$ cat src/design/lsu_pkg.sv
////////////////////////////////////////////////////////////
// Shared types and widths of the load/store unit, referenced
// by scoped name from every design file
////////////////////////////////////////////////////////////

package lsu_pkg;

  // Data and address width
  localparam int LSU_XLEN = 32;
  // Bytes per bus word
  localparam int LSU_NBYTES = 4;

  //////////////////////////////////////////////////////////
  // Enums
  //////////////////////////////////////////////////////////

  // Memory operation opcodes
  typedef enum logic [2:0] {
    LB,
    LH,
    LW,
    LBU,
    LHU,
    SB,
    SH,
    SW
  } lsu_opcode_e;

  // Request generator state, second phase only for split accesses
  typedef enum logic {
    PH_FIRST,
    PH_SECOND
  } lsu_phase_e;

  //////////////////////////////////////////////////////////
  // Structs
  //////////////////////////////////////////////////////////

  // Operation from the issue port
  typedef struct packed {
    lsu_opcode_e           opcode;
    logic [LSU_XLEN-1:0]   addr;
    logic [LSU_XLEN-1:0]   wdata;
  } lsu_op_t;

  // Data bus request, OBI-like
  typedef struct packed {
    logic [LSU_XLEN-1:0]   addr;
    logic                  we;
    logic [LSU_NBYTES-1:0] be;
    logic [LSU_XLEN-1:0]   wdata;
  } bus_req_t;

  // Control info kept per outstanding transaction
  typedef struct packed {
    lsu_opcode_e opcode;
    logic [1:0]  offset;
    logic        last;
  } lsu_ctrl_t;

  // Completed operation
  typedef struct packed {
    logic [LSU_XLEN-1:0] rdata;
    logic                is_store;
  } lsu_result_t;

endpackage

$ cat src/design/lsu_read_align.sv
////////////////////////////////////////////////////////////
// Read aligner: merges split responses, extends loads and
// registers one in-order result per operation
////////////////////////////////////////////////////////////
`timescale 1ns/1ps

module lsu_read_align
(
  input  logic                          clk,
  input  logic                          rst_n,
  input  logic                          rsp_valid_i,
  input  logic [lsu_pkg::LSU_XLEN-1:0]  rsp_rdata_i,
  input  lsu_pkg::lsu_ctrl_t            head_ctrl_i,
  output logic                          pop_o,
  output logic                          result_valid_o,
  output lsu_pkg::lsu_result_t          result_o
);

  logic [lsu_pkg::LSU_XLEN-1:0]    first_q;
  logic                            split_pend_q;
  logic                            result_valid_q;
  lsu_pkg::lsu_result_t            result_q;
  logic [lsu_pkg::LSU_XLEN-1:0]    lo_word;
  logic [2*lsu_pkg::LSU_XLEN-1:0]  window;
  logic [lsu_pkg::LSU_XLEN-1:0]    merged;
  logic [lsu_pkg::LSU_XLEN-1:0]    rdata_ext;
  logic                            is_store;

  // Every response retires one queue entry
  assign pop_o = rsp_valid_i;

  //////////////////////////////////////////////////////////
  // Byte alignment
  //////////////////////////////////////////////////////////

  // Low word is the stored first half when a split is pending
  assign lo_word = split_pend_q ? first_q : rsp_rdata_i;
  assign window  = {rsp_rdata_i, lo_word} >> {head_ctrl_i.offset, 3'b000};
  assign merged  = window[lsu_pkg::LSU_XLEN-1:0];

  assign is_store = head_ctrl_i.opcode inside {lsu_pkg::SB, lsu_pkg::SH, lsu_pkg::SW};

  // Sign or zero extension by opcode
  always_comb
  begin
    case (head_ctrl_i.opcode)
      lsu_pkg::LB:  rdata_ext = {{24{merged[7]}}, merged[7:0]};
      lsu_pkg::LBU: rdata_ext = {24'h00_0000, merged[7:0]};
      lsu_pkg::LH:  rdata_ext = {{16{merged[15]}}, merged[15:0]};
      lsu_pkg::LHU: rdata_ext = {16'h0000, merged[15:0]};
      lsu_pkg::LW:  rdata_ext = merged;
      // Stores report zero data
      default:      rdata_ext = '0;
    endcase
  end

  //////////////////////////////////////////////////////////
  // Registers
  //////////////////////////////////////////////////////////

  // Raw data of a first half
  always_ff @(posedge clk)
  begin
    if (rsp_valid_i && !head_ctrl_i.last)
    begin
      first_q <= rsp_rdata_i;
    end
  end

  // Result payload, loaded on the last response
  always_ff @(posedge clk)
  begin
    if (rsp_valid_i && head_ctrl_i.last)
    begin
      result_q.rdata    <= rdata_ext;
      result_q.is_store <= is_store;
    end
  end

  always_ff @(posedge clk or negedge rst_n)
  begin
    if (!rst_n)
    begin
      split_pend_q   <= 1'b0;
      result_valid_q <= 1'b0;
    end
    else
    begin
      // Set by a first half, cleared by the closing half
      if (rsp_valid_i)
      begin
        split_pend_q <= !head_ctrl_i.last;
      end
      result_valid_q <= rsp_valid_i && head_ctrl_i.last;
    end
  end

  assign result_valid_o = result_valid_q;
  assign result_o       = result_q;

endmodule

$ cat src/design/lsu_request_gen.sv
////////////////////////////////////////////////////////////
// Request generator: turns one issued operation into one or
// two bus requests and pushes their control info to the queue
////////////////////////////////////////////////////////////
`timescale 1ns/1ps

module lsu_request_gen
(
  input  logic                clk,
  input  logic                rst_n,
  input  logic                op_valid_i,
  input  lsu_pkg::lsu_op_t    op_i,
  output logic                op_ready_o,
  output logic                bus_req_valid_o,
  output lsu_pkg::bus_req_t   bus_req_o,
  input  logic                bus_req_ready_i,
  input  logic                queue_full_i,
  output logic                push_o,
  output lsu_pkg::lsu_ctrl_t  push_ctrl_o
);

  lsu_pkg::lsu_phase_e                phase_q;
  logic [1:0]                         offset;
  logic [lsu_pkg::LSU_NBYTES-1:0]     size_mask;
  logic [2*lsu_pkg::LSU_NBYTES-1:0]   be_wide;
  logic [2*lsu_pkg::LSU_XLEN-1:0]     rot_wide;
  logic                               is_half;
  logic                               is_word;
  logic                               is_store;
  logic                               split;
  logic                               last;
  logic                               accept;

  assign offset = op_i.addr[1:0];

  // Access size from opcode
  always_comb
  begin
    size_mask = 4'b0001;
    is_half   = 1'b0;
    is_word   = 1'b0;
    case (op_i.opcode)
      lsu_pkg::LH, lsu_pkg::LHU, lsu_pkg::SH:
      begin
        size_mask = 4'b0011;
        is_half   = 1'b1;
      end
      lsu_pkg::LW, lsu_pkg::SW:
      begin
        size_mask = 4'b1111;
        is_word   = 1'b1;
      end
      default:
      begin
        size_mask = 4'b0001;
      end
    endcase
  end

  assign is_store = op_i.opcode inside {lsu_pkg::SB, lsu_pkg::SH, lsu_pkg::SW};

  // Word off alignment, or halfword crossing into the next word
  assign split = (is_word && (offset != 2'b00)) || (is_half && (offset == 2'b11));
  assign last  = !(split && (phase_q == lsu_pkg::PH_FIRST));

  //////////////////////////////////////////////////////////
  // Byte enables, write data and address
  //////////////////////////////////////////////////////////

  // Low nibble is the first word, high nibble spills into the next word
  assign be_wide = {{lsu_pkg::LSU_NBYTES{1'b0}}, size_mask} << offset;

  // Rotate left by offset bytes, same data serves both halves
  assign rot_wide = {op_i.wdata, op_i.wdata} << {offset, 3'b000};

  assign bus_req_o.we    = is_store;
  assign bus_req_o.wdata = rot_wide[2*lsu_pkg::LSU_XLEN-1:lsu_pkg::LSU_XLEN];
  assign bus_req_o.be    = (phase_q == lsu_pkg::PH_SECOND) ?
                           be_wide[2*lsu_pkg::LSU_NBYTES-1:lsu_pkg::LSU_NBYTES] :
                           be_wide[lsu_pkg::LSU_NBYTES-1:0];
  // Second half goes to the next aligned word
  assign bus_req_o.addr  = (phase_q == lsu_pkg::PH_SECOND) ?
                           {op_i.addr[lsu_pkg::LSU_XLEN-1:2] + 1'b1, 2'b00} :
                           op_i.addr;

  //////////////////////////////////////////////////////////
  // Handshakes
  //////////////////////////////////////////////////////////

  // Queue depth caps the outstanding transactions
  assign bus_req_valid_o = op_valid_i && !queue_full_i;
  assign accept          = bus_req_valid_o && bus_req_ready_i;
  assign op_ready_o      = accept && last;

  assign push_o             = accept;
  assign push_ctrl_o.opcode = op_i.opcode;
  assign push_ctrl_o.offset = offset;
  assign push_ctrl_o.last   = last;

  // Phase advances only on an accepted request
  always_ff @(posedge clk or negedge rst_n)
  begin
    if (!rst_n)
    begin
      phase_q <= lsu_pkg::PH_FIRST;
    end
    else if (accept)
    begin
      phase_q <= last ? lsu_pkg::PH_FIRST : lsu_pkg::PH_SECOND;
    end
  end

  // A pending request holds until the bus takes it
  a_req_stable: assert property (@(posedge clk) disable iff (!rst_n)
    bus_req_valid_o && !bus_req_ready_i |=> bus_req_valid_o && $stable(bus_req_o));

endmodule

$ cat src/design/lsu_top.sv
////////////////////////////////////////////////////////////
// Load/store unit top level, issue port in, data bus out,
// in-order results back
////////////////////////////////////////////////////////////
`timescale 1ns/1ps

module lsu_top
#(
  parameter int LSU_DEPTH = 2
)
(
  input  logic                          clk,
  input  logic                          rst_n,
  // Issue port
  input  logic                          op_valid_i,
  input  lsu_pkg::lsu_op_t              op_i,
  output logic                          op_ready_o,
  // Bus request
  output logic                          bus_req_valid_o,
  output lsu_pkg::bus_req_t             bus_req_o,
  input  logic                          bus_req_ready_i,
  // Bus response
  input  logic                          bus_rsp_valid_i,
  input  logic [lsu_pkg::LSU_XLEN-1:0]  bus_rdata_i,
  // Result port
  output logic                          result_valid_o,
  output lsu_pkg::lsu_result_t          result_o
);

  logic                push;
  lsu_pkg::lsu_ctrl_t  push_ctrl;
  logic                queue_full;
  logic                pop;
  lsu_pkg::lsu_ctrl_t  head_ctrl;

  lsu_request_gen u_request_gen (
    .clk             (clk),
    .rst_n           (rst_n),
    .op_valid_i      (op_valid_i),
    .op_i            (op_i),
    .op_ready_o      (op_ready_o),
    .bus_req_valid_o (bus_req_valid_o),
    .bus_req_o       (bus_req_o),
    .bus_req_ready_i (bus_req_ready_i),
    .queue_full_i    (queue_full),
    .push_o          (push),
    .push_ctrl_o     (push_ctrl)
  );

  // Depth bounds the transactions in flight
  lsu_txn_queue #(
    .DEPTH (LSU_DEPTH)
  ) u_txn_queue (
    .clk          (clk),
    .rst_n        (rst_n),
    .push_i       (push),
    .push_ctrl_i  (push_ctrl),
    .queue_full_o (queue_full),
    .pop_i        (pop),
    .head_ctrl_o  (head_ctrl)
  );

  lsu_read_align u_read_align (
    .clk            (clk),
    .rst_n          (rst_n),
    .rsp_valid_i    (bus_rsp_valid_i),
    .rsp_rdata_i    (bus_rdata_i),
    .head_ctrl_i    (head_ctrl),
    .pop_o          (pop),
    .result_valid_o (result_valid_o),
    .result_o       (result_o)
  );

endmodule

$ cat src/design/lsu_txn_queue.sv
////////////////////////////////////////////////////////////
// FIFO of control info for each bus transaction in flight
////////////////////////////////////////////////////////////
`timescale 1ns/1ps

module lsu_txn_queue
#(
  parameter int DEPTH = 2
)
(
  input  logic                clk,
  input  logic                rst_n,
  input  logic                push_i,
  input  lsu_pkg::lsu_ctrl_t  push_ctrl_i,
  output logic                queue_full_o,
  input  logic                pop_i,
  output lsu_pkg::lsu_ctrl_t  head_ctrl_o
);

  // Pointer and count widths, at least one bit each
  localparam int PTR_W = (DEPTH > 1) ? $clog2(DEPTH) : 1;
  localparam int CNT_W = $clog2(DEPTH + 1);

  lsu_pkg::lsu_ctrl_t  mem [DEPTH];
  logic [PTR_W-1:0]    wr_ptr_q;
  logic [PTR_W-1:0]    rd_ptr_q;
  logic [CNT_W-1:0]    count_q;

  assign queue_full_o = (count_q == CNT_W'(DEPTH));
  assign head_ctrl_o  = mem[rd_ptr_q];

  // Entry storage
  always_ff @(posedge clk)
  begin
    if (push_i)
    begin
      mem[wr_ptr_q] <= push_ctrl_i;
    end
  end

  // Pointers wrap at DEPTH, count tracks occupancy
  always_ff @(posedge clk or negedge rst_n)
  begin
    if (!rst_n)
    begin
      wr_ptr_q <= '0;
      rd_ptr_q <= '0;
      count_q  <= '0;
    end
    else
    begin
      if (push_i)
      begin
        wr_ptr_q <= (wr_ptr_q == PTR_W'(DEPTH - 1)) ? '0 : wr_ptr_q + 1'b1;
      end
      if (pop_i)
      begin
        rd_ptr_q <= (rd_ptr_q == PTR_W'(DEPTH - 1)) ? '0 : rd_ptr_q + 1'b1;
      end
      case ({push_i, pop_i})
        2'b10:   count_q <= count_q + 1'b1;
        2'b01:   count_q <= count_q - 1'b1;
        default: count_q <= count_q;
      endcase
    end
  end

  // Generator must back off when full
  a_no_push_full: assert property (@(posedge clk) disable iff (!rst_n)
    push_i |-> !queue_full_o);

  // A bus response always has a matching request
  a_no_pop_empty: assert property (@(posedge clk) disable iff (!rst_n)
    pop_i |-> (count_q != '0));

endmodule

$ cat config.mk
export PLATFORM = sky130hd
export DESIGN_NAME = lsu_top
export DESIGN_NICKNAME = d
export VERILOG_FILES = /design/src/design/lsu_pkg.sv /design/src/design/lsu_read_align.sv /design/src/design/lsu_request_gen.sv /design/src/design/lsu_top.sv /design/src/design/lsu_txn_queue.sv
export SDC_FILE = /design/constraint.sdc
export NUM_CORES = 1
export LEC_CHECK = 0
export BUFFER_PORTS_ARGS = -buffer_cell sky130_fd_sc_hd__buf_2
export CORE_UTILIZATION = 46
export DETAILED_ROUTE_END_ITERATION = 12
export PLACE_DENSITY = 0.76
export SLEW_MARGIN = 20
export SYNTH_ARGS = -nofsm -noshare
export SYNTH_HDL_FRONTEND = slang
export SYNTH_SLANG_ARGS = --single-unit
$ cat constraint.sdc
create_clock -name clk -period 2.9 [get_ports clk]
set_input_delay 0.435 -clock clk [delete_from_list [all_inputs] [get_ports clk]]
set_output_delay 0.435 -clock clk [all_outputs]
set_load 0.01 [all_outputs]
==> reports/summary.txt <==
Minimum clock period - 2.68 ns
P&R area growth vs syn - 24.4%
Final setup margin - 0.224 ns
XOR/XNOR Fraction of Synth Area - 5.41%
Post-CTS Setup Bufs - 0
CTS Root Cell - clkbuf_16
CP arrival - 2.70 ns
Synth top area share - 38.6%
Slowest-stage cell, CP - dfrtp_1
Placed instance area - 0.00715 mm2
Die width - 116 um
Worst-path fanout max - 24
Startpoint types - flip-flop
Critical Path End Type - flip-flop
Port buffer count - 208
Die Area - 0.0135 mm2
Detailed-placement wirelength estimate - 11800 um
Initial Utilization - 47.3%
Worst Path Class, Setup - reg -> reg
Share of post-route cells with drive strength above 1 - 40.5%
Post-synth ARST share - 8.33%
Hold crit path type - in -> reg
Placer Congestion - 0.875
Fillers - 1031
Max-Cap Viols - 0
Crit-path max cell delay - 0.78 ns
Main area contributors after synthesis - edfxtp_1 39%, mux4_2 12%, mux2i_1 7.7%, nand2_1 4.3%, xnor2_1 3.7%
Synth cell types - 49
Htree depth - 3
DR pass1 iterations - 5
Worst clock skew - 0.00717 ns
Final Max Slew Viols - 0
Placement Setup Slack - 0.276 ns
Tot Pwr - 5.30 mW
CP delay by family, top - compound AO/OA/AOI/OAI gates
Hold Fails Final Rpt - 0
Vias in the first global route - 4989
Largest net degree at the start of global routing - 39
Detail Route Antenna Nets - 0
Static leakage - 3.12 nW
CTS tree - built
Total grt overflow - 0
Fmax - 374 MHz
Final WL - 15600 um
Post-Synthesis Net Count - 631
Starting DRT DRC Count - 390
Area of the multi-input gates - 0.00323 mm2
Setup violators final - 0
Worst-path clk slew - 0.06 ns
Final #Nets - 824
Tcrit/Tclk final - 92.3%
Status - completed
Row count - 41
Worst skew pair latency - 0.33 ns
Synth Area in Adders - 0.418%
Rel. slew slack - 31.6%
Largest area contributor in the netlist - edfxtp_1
Clk sinks - 84
Core Util, Final - 58.8%
Yosys reg bits - 84
Slew of the pin with the lowest slew margin - 1.03 ns
Drc violations - 0
Fin cells - 896
Power Density - 711 mW/mm2
Antenna violations before repair - 0
Post-Syn Area per Cell - 11.4 um2
Io pins - 209
Critical-path cell list - mux2i_4 -> mux2i_1 -> a32oi_4 -> o311ai_1
Buf/Inv on CP - 0
Maximum vdd ir drop - 0.000405 V
Post-synth EDFFs - 77
Vias per cell - 5.80
Post-Synth Simple-Gate Area - 14.2%
Mux cell area share after synthesis - 24.5%
Smallest hold slack - 0.288 ns
Placed cells - 878
Die Ht - 116 um
Total CTS buffers - 9
GR Util All Layers - 23.3%
First-pass GRT wire length - 24200 um
Via count - 5195
Synth Warn # - 0
FF/Latch Area - 0.00249 mm2
Main combinational cell family by area after synthesis - multiplexers
Commonest non-fill, non-tap cell in the layout - buf_2
Final instance area - 0.00745 mm2
CTS Buffer Depth - 2
Seq/Total Area, Yosys - 41.5%
Mapped Cells - 525
Cell Area, Synth - 0.00599 mm2
Synth Area in Compound Gates - 9.15%
Primary FF master, synth - edfxtp_1
Cts repair resizes - 0
Commonest cells after routing, fill and taps aside - 208 x buf_2, 77 x edfxtp_1, 69 x nand2_1
RSZ-0062 raised after global routing - false
Post-Route Setup TNS - 0 ns
CORE AREA - 0.0127 mm2
Routed WL per cell - 17.4 um
Worst path required time - 2.93 ns
[kinds of logic (layout without fill, tap and decap cells)]
| kind of cell | count (synthesis) | in the layout |
|---|---|---|
| mux | 102 | 102 |
| compound gates | 71 | 71 |
| simple gates | 178 | 178 |
| buf+inv | 51 | 249 |
| other cells | 0 | 1 |
| fa+ha+maj | 2 | 2 |
| flops | 84 | 84 |
| xor+xnor | 37 | 37 |
[power breakdown]
group / leakage [nW] / total [mW] / switching (mW) / internal [mW]
clock network: 0.133 / 1.11 / 0.443 / 0.663
registers: 0.811 / 1.87 / 0.173 / 1.69
logic: 2.18 / 2.33 / 1.33 / 1.00
total: 3.12 / 5.30 / 1.94 / 3.36
[worst register-to-register path: stages (launching register included)]
cell	delay, ns
dfrtp_1	0.78
mux2i_4	0.52
mux2i_1	0.22
a32oi_4	0.61
o311ai_1	0.25
[flip-flops by register name (all words and copies together) (netlist names)]
register	cells
u_txn_queue.count_q	2
u_read_align.first_q	32
u_read_align.result_valid_o	1
u_read_align.split_pend_q	1
u_txn_queue.mem	12
u_txn_queue.wr_ptr_q	1
u_request_gen.phase_q	1
u_read_align.result_o	33
u_txn_queue.rd_ptr_q	1
[what timing repair did]
action | CTS | global route
hold buffers | 1 | 0
endpoints found under the hold margin | 7 | 0
endpoints found under the setup margin | 0 | 0
[per-layer routing]
layer / track usage, % / share of wire, % / vias up
met5: 0 / 0 / -
met1: 27.8 / 39 / 2476
met3: 5.40 / 8.4 / 40
li1: - / - / 2409
met4: 12.1 / 2.7 / 0
met2: 39.4 / 50 / 270
[synth_stat cells, drive strengths merged, types with 13 or more instances]
cell    instances
buf            28
and3           22
mux2i          49
edfxtp         77
o311ai         16
clkbuf         15
o21ai          13
mux4           32
mux2           21
nand4          14
nor2           30
nand3          20
nand2          69
xnor2          25
[final timing paths]
path | startpoint | end | slack [ns] | cells past startpoint
hold / removal | bus_rdata_i[26] | u_read_align.first_q[26] | 0.29 | 1
setup / recovery | u_txn_queue.rd_ptr_q | u_read_align.result_o[24] | 0.22 | 4
max in group asynchronous | rst_n | u_read_align.split_pend_q | 2.26 | 2
hold reg to reg | u_txn_queue.count_q[1] | u_txn_queue.count_q[1] | 0.48 | 1
min in group asynchronous | rst_n | u_request_gen.phase_q | 0.47 | 2
setup reg to reg | u_txn_queue.rd_ptr_q | u_read_align.result_o[24] | 0.22 | 4
[layout make-up]
cell class | count | share of cell area [%]
Clock inverter | 5 | 0.722
Inverter | 8 | 0.403
Multi-Input combinational cell | 390 | 43.4
Timing Repair Buffer | 225 | 16.0
Antenna cell | 1 | 0.0336
Sequential cell | 84 | 33.4
Tap cell | 172 | 2.89
Clock buffer | 11 | 3.12
No activity file was read; power rests on OpenSTA's default activity.
